[src/hdl/mips_defs.svh]
`ifndef MIPS_DEFS_SVH
`define MIPS_DEFS_SVH

// Datapath and instruction widths.
`define MIPS_WORD_W       32
`define MIPS_REG_ADDR_W   5
`define MIPS_IMM_W        16
`define MIPS_INDEX_W      26
`define MIPS_SHAMT_W      5

//////////////////////////////
// Instruction fields.
//////////////////////////////
`define MIPS_OPCODE_W     6
`define MIPS_FUNCT_W      6
`define MIPS_BRANCH_W     3

// 64-word instruction memory.
`define MIPS_IMEM_ADDR_W  6

// Reserved opcode that stops fetch.
`define MIPS_HALT_OPCODE  6'b111111

// Written by JAL.
`define MIPS_LINK_REG     5'd31

`endif

[src/hdl/mips_isa_pkg.sv]
`include "mips_defs.svh"

package mips_isa_pkg;

    //////////////////////////////
    // Field types.
    //////////////////////////////
    typedef logic [`MIPS_WORD_W - 1 : 0]     word_t;       // Data and instruction word.
    typedef logic [`MIPS_REG_ADDR_W - 1 : 0] reg_addr_t;   // Register number.
    typedef logic [`MIPS_IMM_W - 1 : 0]      imm_t;        // I-type immediate.
    typedef logic [`MIPS_INDEX_W - 1 : 0]    index_t;      // J-type target index.
    typedef logic [`MIPS_OPCODE_W - 1 : 0]   opcode_t;     // Top six bits.
    typedef logic [`MIPS_FUNCT_W - 1 : 0]    funct_t;      // R-type function code.
    typedef logic [`MIPS_SHAMT_W - 1 : 0]    shamt_t;      // Shift amount.
    typedef logic [`MIPS_BRANCH_W - 1 : 0]   branch_kind_t;

    //////////////////////////////
    // Branch kinds.
    //////////////////////////////
    localparam branch_kind_t BR_NONE = branch_kind_t'(0);
    localparam branch_kind_t BR_JR   = branch_kind_t'(1);
    localparam branch_kind_t BR_JALR = branch_kind_t'(2);
    localparam branch_kind_t BR_BEQ  = branch_kind_t'(3);
    localparam branch_kind_t BR_BNE  = branch_kind_t'(4);

    // J and JAL share one kind, JAL differs only in its write register.
    localparam branch_kind_t BR_JUMP = branch_kind_t'(5);

endpackage

[src/hdl/mips_pipe_pkg.sv]
`include "mips_defs.svh"

package mips_pipe_pkg;

    // Byte address, always word aligned.
    typedef logic [`MIPS_WORD_W - 1 : 0] pc_t;

    // Word index into the instruction memory.
    typedef logic [`MIPS_IMEM_ADDR_W - 1 : 0] imem_addr_t;

    //////////////////////////////
    // Fetch run control.
    //////////////////////////////
    typedef enum logic [1:0]
    {
        FETCH_IDLE,     // Waiting for start.
        FETCH_RUN,      // Fetching each cycle.
        FETCH_HALT      // Left only by reset.
    } fetch_state_t;

endpackage

[src/hdl/decoder.sv]
`timescale 1ns/1ps

`include "mips_defs.svh"

module decoder
(
    input  mips_isa_pkg::word_t         i_instruction,
    output mips_isa_pkg::reg_addr_t     o_reg_a,
    output mips_isa_pkg::reg_addr_t     o_reg_b,
    output mips_isa_pkg::reg_addr_t     o_reg_w,
    output mips_isa_pkg::branch_kind_t  o_branch_kind,
    output mips_isa_pkg::imm_t          o_immediate,
    output mips_isa_pkg::index_t        o_index
);

    //////////////////////////////
    // Encodings.
    //////////////////////////////
    localparam mips_isa_pkg::opcode_t OP_SPECIAL = 6'd0;
    localparam mips_isa_pkg::opcode_t OP_J       = 6'd2;
    localparam mips_isa_pkg::opcode_t OP_JAL     = 6'd3;
    localparam mips_isa_pkg::opcode_t OP_BEQ     = 6'd4;
    localparam mips_isa_pkg::opcode_t OP_BNE     = 6'd5;

    localparam mips_isa_pkg::funct_t  FN_SLL     = 6'd0;
    localparam mips_isa_pkg::funct_t  FN_SRL     = 6'd2;
    localparam mips_isa_pkg::funct_t  FN_SRA     = 6'd3;
    localparam mips_isa_pkg::funct_t  FN_JR      = 6'd8;
    localparam mips_isa_pkg::funct_t  FN_JALR    = 6'd9;

    mips_isa_pkg::opcode_t  opcode;
    mips_isa_pkg::funct_t   funct;
    mips_isa_pkg::shamt_t   shamt;

    assign opcode = i_instruction[`MIPS_WORD_W - 1 -: `MIPS_OPCODE_W];
    assign funct  = i_instruction[`MIPS_FUNCT_W - 1 : 0];
    assign shamt  = i_instruction[`MIPS_FUNCT_W +: `MIPS_SHAMT_W];

    always_comb
    begin
        // Fixed field positions, every format.
        o_reg_a       = i_instruction[25:21];
        o_reg_b       = i_instruction[20:16];
        o_reg_w       = i_instruction[15:11];
        o_immediate   = i_instruction[`MIPS_IMM_W - 1 : 0];
        o_index       = i_instruction[`MIPS_INDEX_W - 1 : 0];
        o_branch_kind = mips_isa_pkg::BR_NONE;

        if (opcode == OP_SPECIAL)
        begin
            case (funct)
                FN_SLL, FN_SRL, FN_SRA:
                begin
                    // Shift amount rides in the immediate.
                    o_immediate = {{(`MIPS_IMM_W - `MIPS_SHAMT_W){1'b0}}, shamt};
                end
                FN_JR:
                begin
                    o_branch_kind = mips_isa_pkg::BR_JR;
                end
                FN_JALR:
                begin
                    o_branch_kind = mips_isa_pkg::BR_JALR;
                end
                default:
                begin
                    o_branch_kind = mips_isa_pkg::BR_NONE;
                end
            endcase
        end
        else
        begin
            case (opcode)
                OP_BEQ:
                begin
                    o_branch_kind = mips_isa_pkg::BR_BEQ;
                end
                OP_BNE:
                begin
                    o_branch_kind = mips_isa_pkg::BR_BNE;
                end
                OP_J:
                begin
                    o_branch_kind = mips_isa_pkg::BR_JUMP;
                end
                OP_JAL:
                begin
                    o_branch_kind = mips_isa_pkg::BR_JUMP;
                    o_reg_w       = `MIPS_LINK_REG;  // Return address goes to r31.
                end
                default:
                begin
                    o_branch_kind = mips_isa_pkg::BR_NONE;
                end
            endcase
        end
    end

endmodule

[src/hdl/if_id_latch.sv]
`timescale 1ns/1ps

module if_id_latch
(
    input  logic                 i_clock,
    input  logic                 i_reset,
    input  logic                 i_stall,
    input  logic                 i_flush,
    input  mips_isa_pkg::word_t  i_instruction,
    input  mips_pipe_pkg::pc_t   i_pc_plus4,
    input  logic                 i_valid,
    output mips_isa_pkg::word_t  o_instruction,
    output mips_pipe_pkg::pc_t   o_pc_plus4,
    output logic                 o_valid
);

    mips_isa_pkg::word_t  instruction_q;
    mips_pipe_pkg::pc_t   pc_plus4_q;
    logic                 valid_q;

    // Bubble after reset decodes as SLL r0 (a NOP).
    always_ff @(posedge i_clock)
    begin
        if (i_reset)
        begin
            instruction_q <= '0;
            pc_plus4_q    <= '0;
            valid_q       <= 1'b0;
        end
        else if (!i_stall)
        begin
            instruction_q <= i_instruction;
            pc_plus4_q    <= i_pc_plus4;
            valid_q       <= i_valid && !i_flush;  // Wrong-path word dies here.
        end
    end

    assign o_instruction = instruction_q;
    assign o_pc_plus4    = pc_plus4_q;
    assign o_valid       = valid_q;

endmodule

[src/hdl/instruction_decode.sv]
`timescale 1ns/1ps

`include "mips_defs.svh"

module instruction_decode
(
    input  logic                        i_clock,
    input  logic                        i_reset,
    input  logic                        i_stall,
    input  mips_isa_pkg::word_t         i_instruction,
    input  mips_pipe_pkg::pc_t          i_pc_plus4,
    input  logic                        i_valid,
    input  logic                        i_wb_write,
    input  mips_isa_pkg::reg_addr_t     i_wb_reg,
    input  mips_isa_pkg::word_t         i_wb_data,
    output mips_isa_pkg::word_t         o_reg_a_data,
    output mips_isa_pkg::word_t         o_reg_b_data,
    output mips_isa_pkg::reg_addr_t     o_reg_w,
    output mips_isa_pkg::word_t         o_imm_ext,
    output mips_isa_pkg::branch_kind_t  o_branch_kind,
    output logic                        o_branch_taken,
    output mips_pipe_pkg::pc_t          o_branch_target,
    output logic                        o_valid
);

    localparam int NUM_REGS = 1 << `MIPS_REG_ADDR_W;

    mips_isa_pkg::word_t      regs [0 : NUM_REGS - 1];
    mips_isa_pkg::reg_addr_t  reg_a;
    mips_isa_pkg::reg_addr_t  reg_b;
    mips_isa_pkg::imm_t       immediate;
    mips_isa_pkg::index_t     index;
    mips_pipe_pkg::pc_t       rel_target;
    mips_pipe_pkg::pc_t       abs_target;
    logic                     cond_met;

    decoder decoder_i
    (
        .i_instruction (i_instruction),
        .o_reg_a       (reg_a),
        .o_reg_b       (reg_b),
        .o_reg_w       (o_reg_w),
        .o_branch_kind (o_branch_kind),
        .o_immediate   (immediate),
        .o_index       (index)
    );

    //////////////////////////////
    // Register file.
    //////////////////////////////
    always_ff @(posedge i_clock)
    begin
        if (i_reset)
        begin
            for (int i = 0; i < NUM_REGS; i++)
                regs[i] <= '0;
        end
        else if (i_wb_write && i_wb_reg != '0)
            regs[i_wb_reg] <= i_wb_data;
    end

    // Same-cycle write is forwarded to the read.
    function automatic mips_isa_pkg::word_t read_reg(input mips_isa_pkg::reg_addr_t addr);
        mips_isa_pkg::word_t data;
        if (addr == '0)
            data = '0;
        else if (i_wb_write && i_wb_reg == addr)
            data = i_wb_data;
        else
            data = regs[addr];
        return data;
    endfunction

    always_comb
    begin
        o_reg_a_data = read_reg(reg_a);
        o_reg_b_data = read_reg(reg_b);
    end

    //////////////////////////////
    // Branch resolution.
    //////////////////////////////
    assign o_imm_ext  = {{(`MIPS_WORD_W - `MIPS_IMM_W){immediate[`MIPS_IMM_W - 1]}}, immediate};
    assign rel_target = i_pc_plus4 + {o_imm_ext[`MIPS_WORD_W - 3 : 0], 2'b00};
    assign abs_target = {i_pc_plus4[`MIPS_WORD_W - 1 -: 4], index, 2'b00};  // Same 256 MB region.

    always_comb
    begin
        cond_met        = 1'b0;
        o_branch_target = i_pc_plus4;
        case (o_branch_kind)
            mips_isa_pkg::BR_JR, mips_isa_pkg::BR_JALR:
            begin
                cond_met        = 1'b1;
                o_branch_target = o_reg_a_data;
            end
            mips_isa_pkg::BR_BEQ:
            begin
                cond_met        = (o_reg_a_data == o_reg_b_data);
                o_branch_target = rel_target;
            end
            mips_isa_pkg::BR_BNE:
            begin
                cond_met        = (o_reg_a_data != o_reg_b_data);
                o_branch_target = rel_target;
            end
            mips_isa_pkg::BR_JUMP:
            begin
                cond_met        = 1'b1;
                o_branch_target = abs_target;
            end
            default:
            begin
                cond_met = 1'b0;
            end
        endcase
    end

    assign o_branch_taken = i_valid && !i_stall && cond_met;  // Drives the redirect.
    assign o_valid        = i_valid;

endmodule

[src/hdl/instruction_fetch.sv]
`timescale 1ns/1ps

`include "mips_defs.svh"

module instruction_fetch
(
    input  logic                       i_clock,
    input  logic                       i_reset,
    input  logic                       i_start,
    input  logic                       i_stall,
    input  logic                       i_redirect,
    input  logic                       i_imem_write,
    input  mips_pipe_pkg::imem_addr_t  i_imem_addr,
    input  mips_isa_pkg::word_t        i_imem_data,
    input  mips_pipe_pkg::pc_t         i_target,
    output mips_isa_pkg::word_t        o_instruction,
    output mips_pipe_pkg::pc_t         o_pc_plus4,
    output logic                       o_fetch_valid,
    output logic                       o_halted
);

    localparam int IMEM_DEPTH = 1 << `MIPS_IMEM_ADDR_W;

    mips_isa_pkg::word_t          imem [0 : IMEM_DEPTH - 1];
    mips_pipe_pkg::pc_t           pc;
    mips_pipe_pkg::fetch_state_t  state;
    mips_pipe_pkg::imem_addr_t    fetch_addr;
    mips_isa_pkg::opcode_t        fetch_opcode;

    assign fetch_addr    = pc[`MIPS_IMEM_ADDR_W + 1 : 2];  // Drop byte offset.
    assign o_instruction = imem[fetch_addr];
    assign fetch_opcode  = o_instruction[`MIPS_WORD_W - 1 -: `MIPS_OPCODE_W];
    assign o_pc_plus4    = pc + 32'd4;
    assign o_fetch_valid = (state == mips_pipe_pkg::FETCH_RUN);
    assign o_halted      = (state == mips_pipe_pkg::FETCH_HALT);

    // Program load only while idle.
    always_ff @(posedge i_clock)
    begin
        if (i_imem_write && state == mips_pipe_pkg::FETCH_IDLE)
            imem[i_imem_addr] <= i_imem_data;
    end

    //////////////////////////////
    // PC and run state.
    //////////////////////////////
    always_ff @(posedge i_clock)
    begin
        if (i_reset)
        begin
            pc    <= '0;
            state <= mips_pipe_pkg::FETCH_IDLE;
        end
        else if (!i_stall)
        begin
            case (state)
                mips_pipe_pkg::FETCH_IDLE:
                begin
                    if (i_start)
                        state <= mips_pipe_pkg::FETCH_RUN;
                end
                mips_pipe_pkg::FETCH_RUN:
                begin
                    // A redirect squashes the word fetched this cycle, HALT included.
                    if (i_redirect)
                        pc <= i_target;
                    else if (fetch_opcode == `MIPS_HALT_OPCODE)
                        state <= mips_pipe_pkg::FETCH_HALT;  // PC parks on HALT.
                    else
                        pc <= o_pc_plus4;
                end
                default:
                begin
                    state <= mips_pipe_pkg::FETCH_HALT;
                end
            endcase
        end
    end

endmodule

[src/hdl/mips_front_end.sv]
`timescale 1ns/1ps

module mips_front_end
(
    input  logic                        i_clock,
    input  logic                        i_reset,
    input  logic                        i_start,
    input  logic                        i_stall,
    input  logic                        i_imem_write,
    input  mips_pipe_pkg::imem_addr_t   i_imem_addr,
    input  mips_isa_pkg::word_t         i_imem_data,
    input  logic                        i_wb_write,
    input  mips_isa_pkg::reg_addr_t     i_wb_reg,
    input  mips_isa_pkg::word_t         i_wb_data,
    output logic                        o_valid,
    output mips_isa_pkg::word_t         o_reg_a_data,
    output mips_isa_pkg::word_t         o_reg_b_data,
    output mips_isa_pkg::reg_addr_t     o_reg_w,
    output mips_isa_pkg::word_t         o_imm_ext,
    output mips_isa_pkg::branch_kind_t  o_branch_kind,
    output logic                        o_branch_taken,
    output mips_pipe_pkg::pc_t          o_branch_target,
    output logic                        o_halted
);

    mips_isa_pkg::word_t  if_instruction;
    mips_pipe_pkg::pc_t   if_pc_plus4;
    logic                 if_valid;
    mips_isa_pkg::word_t  id_instruction;
    mips_pipe_pkg::pc_t   id_pc_plus4;
    logic                 id_valid;

    //////////////////////////////
    // Fetch.
    //////////////////////////////
    instruction_fetch fetch_i
    (
        .i_clock       (i_clock),
        .i_reset       (i_reset),
        .i_start       (i_start),
        .i_stall       (i_stall),
        .i_redirect    (o_branch_taken),   // Taken branch in decode.
        .i_imem_write  (i_imem_write),
        .i_imem_addr   (i_imem_addr),
        .i_imem_data   (i_imem_data),
        .i_target      (o_branch_target),
        .o_instruction (if_instruction),
        .o_pc_plus4    (if_pc_plus4),
        .o_fetch_valid (if_valid),
        .o_halted      (o_halted)
    );

    if_id_latch latch_i
    (
        .i_clock       (i_clock),
        .i_reset       (i_reset),
        .i_stall       (i_stall),
        .i_flush       (o_branch_taken),   // No delay slot.
        .i_instruction (if_instruction),
        .i_pc_plus4    (if_pc_plus4),
        .i_valid       (if_valid),
        .o_instruction (id_instruction),
        .o_pc_plus4    (id_pc_plus4),
        .o_valid       (id_valid)
    );

    //////////////////////////////
    // Decode.
    //////////////////////////////
    instruction_decode decode_i
    (
        .i_clock         (i_clock),
        .i_reset         (i_reset),
        .i_stall         (i_stall),
        .i_instruction   (id_instruction),
        .i_pc_plus4      (id_pc_plus4),
        .i_valid         (id_valid),
        .i_wb_write      (i_wb_write),
        .i_wb_reg        (i_wb_reg),
        .i_wb_data       (i_wb_data),
        .o_reg_a_data    (o_reg_a_data),
        .o_reg_b_data    (o_reg_b_data),
        .o_reg_w         (o_reg_w),
        .o_imm_ext       (o_imm_ext),
        .o_branch_kind   (o_branch_kind),
        .o_branch_taken  (o_branch_taken),
        .o_branch_target (o_branch_target),
        .o_valid         (o_valid)
    );

endmodule

[config.mk]
export PLATFORM = sky130hd
export DESIGN_NAME = mips_front_end
export DESIGN_NICKNAME = d
export VERILOG_FILES = /design/src/hdl/mips_isa_pkg.sv /design/src/hdl/mips_pipe_pkg.sv /design/src/hdl/decoder.sv /design/src/hdl/if_id_latch.sv /design/src/hdl/instruction_decode.sv /design/src/hdl/instruction_fetch.sv /design/src/hdl/mips_front_end.sv
export VERILOG_INCLUDE_DIRS = /design/src /design/src/hdl
export SDC_FILE = /design/constraint.sdc
export NUM_CORES = 2
export LEC_CHECK = 0
export BUFFER_PORTS_ARGS = -buffer_cell sky130_fd_sc_hd__buf_2
export CORE_MARGIN = 10
export CORE_UTILIZATION = 45
export DETAILED_ROUTE_END_ITERATION = 6
export SYNTH_ARGS = -nofsm -noshare
export SYNTH_HDL_FRONTEND = slang
export SYNTH_SLANG_ARGS = --single-unit
[constraint.sdc]
create_clock -name i_clock -period 5.8 [get_ports i_clock]
set_input_delay 0.29 -clock i_clock [delete_from_list [all_inputs] [get_ports i_clock]]
set_output_delay 0.29 -clock i_clock [all_outputs]
set_load 0.03 [all_outputs]
==> metrics.yaml <==
run_status:
  status: "finished with violations"
  violations: "DRC, setup timing"
timing:
  fin_crit_sh_pct: 101
  max_freq_mhz: 171
  worst_pin_slew_ns: 1.37
  post-route-min-period_ns: 5.84
  hold_viol: 0
  setup_violations: 1
  setup_ws_ns: -0.0399
  holdWs_ns: 0.0559
  clock_skew_ns: 0.0593
  slew_headroom_pct: 8.58
  slew_violations: 0
die:
  num_rows: 205
  io-pin-count: 220
  start_util_pct: 45.3
  design.core.area_um2: 312000
  die_h_um: 581
  die_w_um: 581
  dieArea_um2: 337000
routing:
  drt_iter0_markers: 10556
  firstDrtPassIters: 7
  drt-total-wl_mm: 469
  avgRoutedWirePerCell_um: 36.9
  antenna_left: 0
  avgViaCountPerCell: 6.42
  drc: 1
  num_vias: 81516
cells_and_area:
  fin_nets: 8366
  final_common_cell: "edfxtp_1"
  final_cell_mix: "edfxtp_1, mux4_2, and2_1"
  regArea_um2: 94600
  synthToLayoutAreaGrowth_pct: 14.4
  drive_gt1_share_pct: 29.3
  fill_cells: 25097
  multi_input_area_um2: 45100
  final_util_pct: 51.8
grt:
  antenna_found_initial: 76
  grt_pass1_vias: 82342
  grt_pass1_wl_mm: 653
  overflow: 0
  grt_max_degree: 127
  grt.total_usage_pct: 27.1
clock_tree:
  htree_num_levels: 5
  clk_pin_slew_worst_paths_ns: 0.06
  cts_root_buffer: "clkbuf_16"
  clk_latency_ns: 0.94
  cts_tree: "built"
  cts_buffer_depth: 4
  numCtsBuffers: 342
  clkSinkCount: 3187
power_and_ir_drop:
  leakage_uw: 0.0514
  p_comb_share_pct: 7.4
  max-vdd-ir-drop_mv: 0.330
  p_sw_uw: 12000
  p_clk_share_pct: 42.4
  powerDensity_nw_per_um2: 320
  seqPwrFrac_pct: 50.2
  switching_share_pct: 23.3
  p_int_uw: 39700
synthesis:
  ys.flop_type: "edfxtp_1"
  syn_area_um2: 141000
  yosysSeqAreaShare_pct: 66.9
  syn_inst: 7852
  yosys_register_bits: 3187
  ys_types: 92
  synth-edff-count: 3072
  async_flop_share_pct: 0
  syn_area_per_cell_um2: 18.0
  yosysWarnings: 0
min_path:
  holdCritPathClass: "in -> reg"
critical_path:
  cp.arrival_ns: 5.55
  cp-start-kind: "flop"
  worst_ep_required_time_ns: 5.51
  crit_path_end_kind: "primary output"
  worstPathMaxFanout: 17
  crit_type: "reg -> out"
job:
  maxCapViolations: 0
placement:
  port_buffers: 219
  gp_congestion: 0.919
  hpwl_mm: 292
  place_ws_ns: 0.103
[metrics by stage]
| stage | total power, uW | setup TNS (ns) | area (um2) | cells |
|---|---|---|---|---|
| after detailed placement | 30100 | 0 | 149000 | 11985 |
| final | 51700 | -0.0399 | 162000 | 12703 |
| after CTS | 51800 | -0.0914 | 161000 | 12656 |
| after floorplan | 28300 | 0 | 142000 | 7883 |
| after global routing | 53000 | -0.295 | 162000 | 12679 |
| after global placement | 30000 | 0 | 149000 | 11983 |
[cell usage after synthesis, types with 37 or more instances]
library cell  instances  area [um2]
edfxtp_1           3072       92200
mux4_2             1091       24600
and2_1              927        5800
clkbuf_1            415        1560
mux2i_1             321        3210
nor2_1              287        1080
nand2_1             163         612
a21oi_1             137         686
dfxtp_1             115        2300
nor3_1              114         571
o21ai_0             103         515
o22ai_1              84         526
a22oi_1              81         608
buf_1                66         248
nand3_1              66         330
a221oi_1             61         534
buf_2                61         305
buf_4                50         375
xnor2_1              50         438
buf_6                45         507
nor4_1               41         257
inv_1                37         139
[sequential cells by signal, indices dropped and copies added, names as in the netlist, named ones only]
| register | cells |
|---|---|
| latch_i.o_instruction | 32 |
| decode_i.regs | 1024 |
| latch_i.o_valid | 1 |
| latch_i.o_pc_plus4 | 32 |
| fetch_i.imem | 2048 |
| fetch_i.pc | 32 |
| fetch_i.state | 2 |
[per-layer routing]
| metal | track usage [%] | wire (um) | part of all wire, % | vias up |
|---|---|---|---|---|
| li1 | - | - | - | 32542 |
| met1 | 33.9 | 167000 | 36 | 42942 |
| met2 | 44.5 | 228000 | 49 | 4752 |
| met3 | 5.33 | 42500 | 9.1 | 1262 |
| met4 | 15.2 | 31600 | 6.7 | 18 |
| met5 | 0 | 141 | 0.030 | - |
[cells by family after synthesis]
kind of cell	Yosys count	synth area share, %
AO/OA/AOI/OAI	668	3.25
XOR/XNOR	79	0.489
adder cells (fa/ha/maj)	37	0.333
buffers and inverters	687	2.34
flip-flops	3187	66.9
multiplexers	1433	19.8
other	1	0.00265
AND/OR/NAND/NOR	1760	6.92
[layout make-up]
type | instances | area share, %
clock buffer | 422 | 5.59
inverter | 40 | 0.0944
sequential | 3187 | 58.5
multi-input combinational | 4010 | 27.9
antenna | 32 | 0.0495
clock inverter | 205 | 1.29
tap | 4140 | 3.20
timing repair buffer | 667 | 3.41
[power groups by stage]
stage               Sequential, uW  Combinational [uW]  Clock (uW)
finish                       26000                3840       21900
global route                 26000                3930       23000
CTS                          26000                3720       22100
detailed placement           26500                3640           0
global placement             26400                3600           0
floorplan                    26300                1950           0
[repair_timing]
action	4_1_cts	5_1_grt
buffers inserted	19	12
hold buffers	24	0
cloned	1	2
resized for setup	52	57
endpoints found under the hold margin	380	0
pin swaps	11	18
endpoints found under the setup margin	12	14
[worst paths after layout]
check	startpoint	endpoint	slack, ns	depth (start not counted)
worst max-delay path	flop	o_branch_taken	-0.04	15
worst min-delay path	i_wb_data[8]	decode_i.regs[28][8]	0.06	2
worst max register to register	flop	fetch_i.pc[31]	0.49	18
worst min register to register	fetch_i.pc[0]	fetch_i.pc[0]	0.47	2
[worst max-delay path, cell delays in order, from the launching register on]
cell      delay [ns]
dfxtp_4         0.43
buf_12          0.16
buf_6           0.17
nand2_1         0.41
o22ai_1         0.19
a221oi_1        0.45
o22ai_1         0.23
o31a_1          0.45
xor2_1          0.19
o31ai_1         0.34
a21oi_2         0.21
nor4_4          0.47
mux2_4          0.40
nor2_4          0.16
inv_4           0.12
buf_4           0.23
No activity file was read; power rests on OpenSTA's default activity.
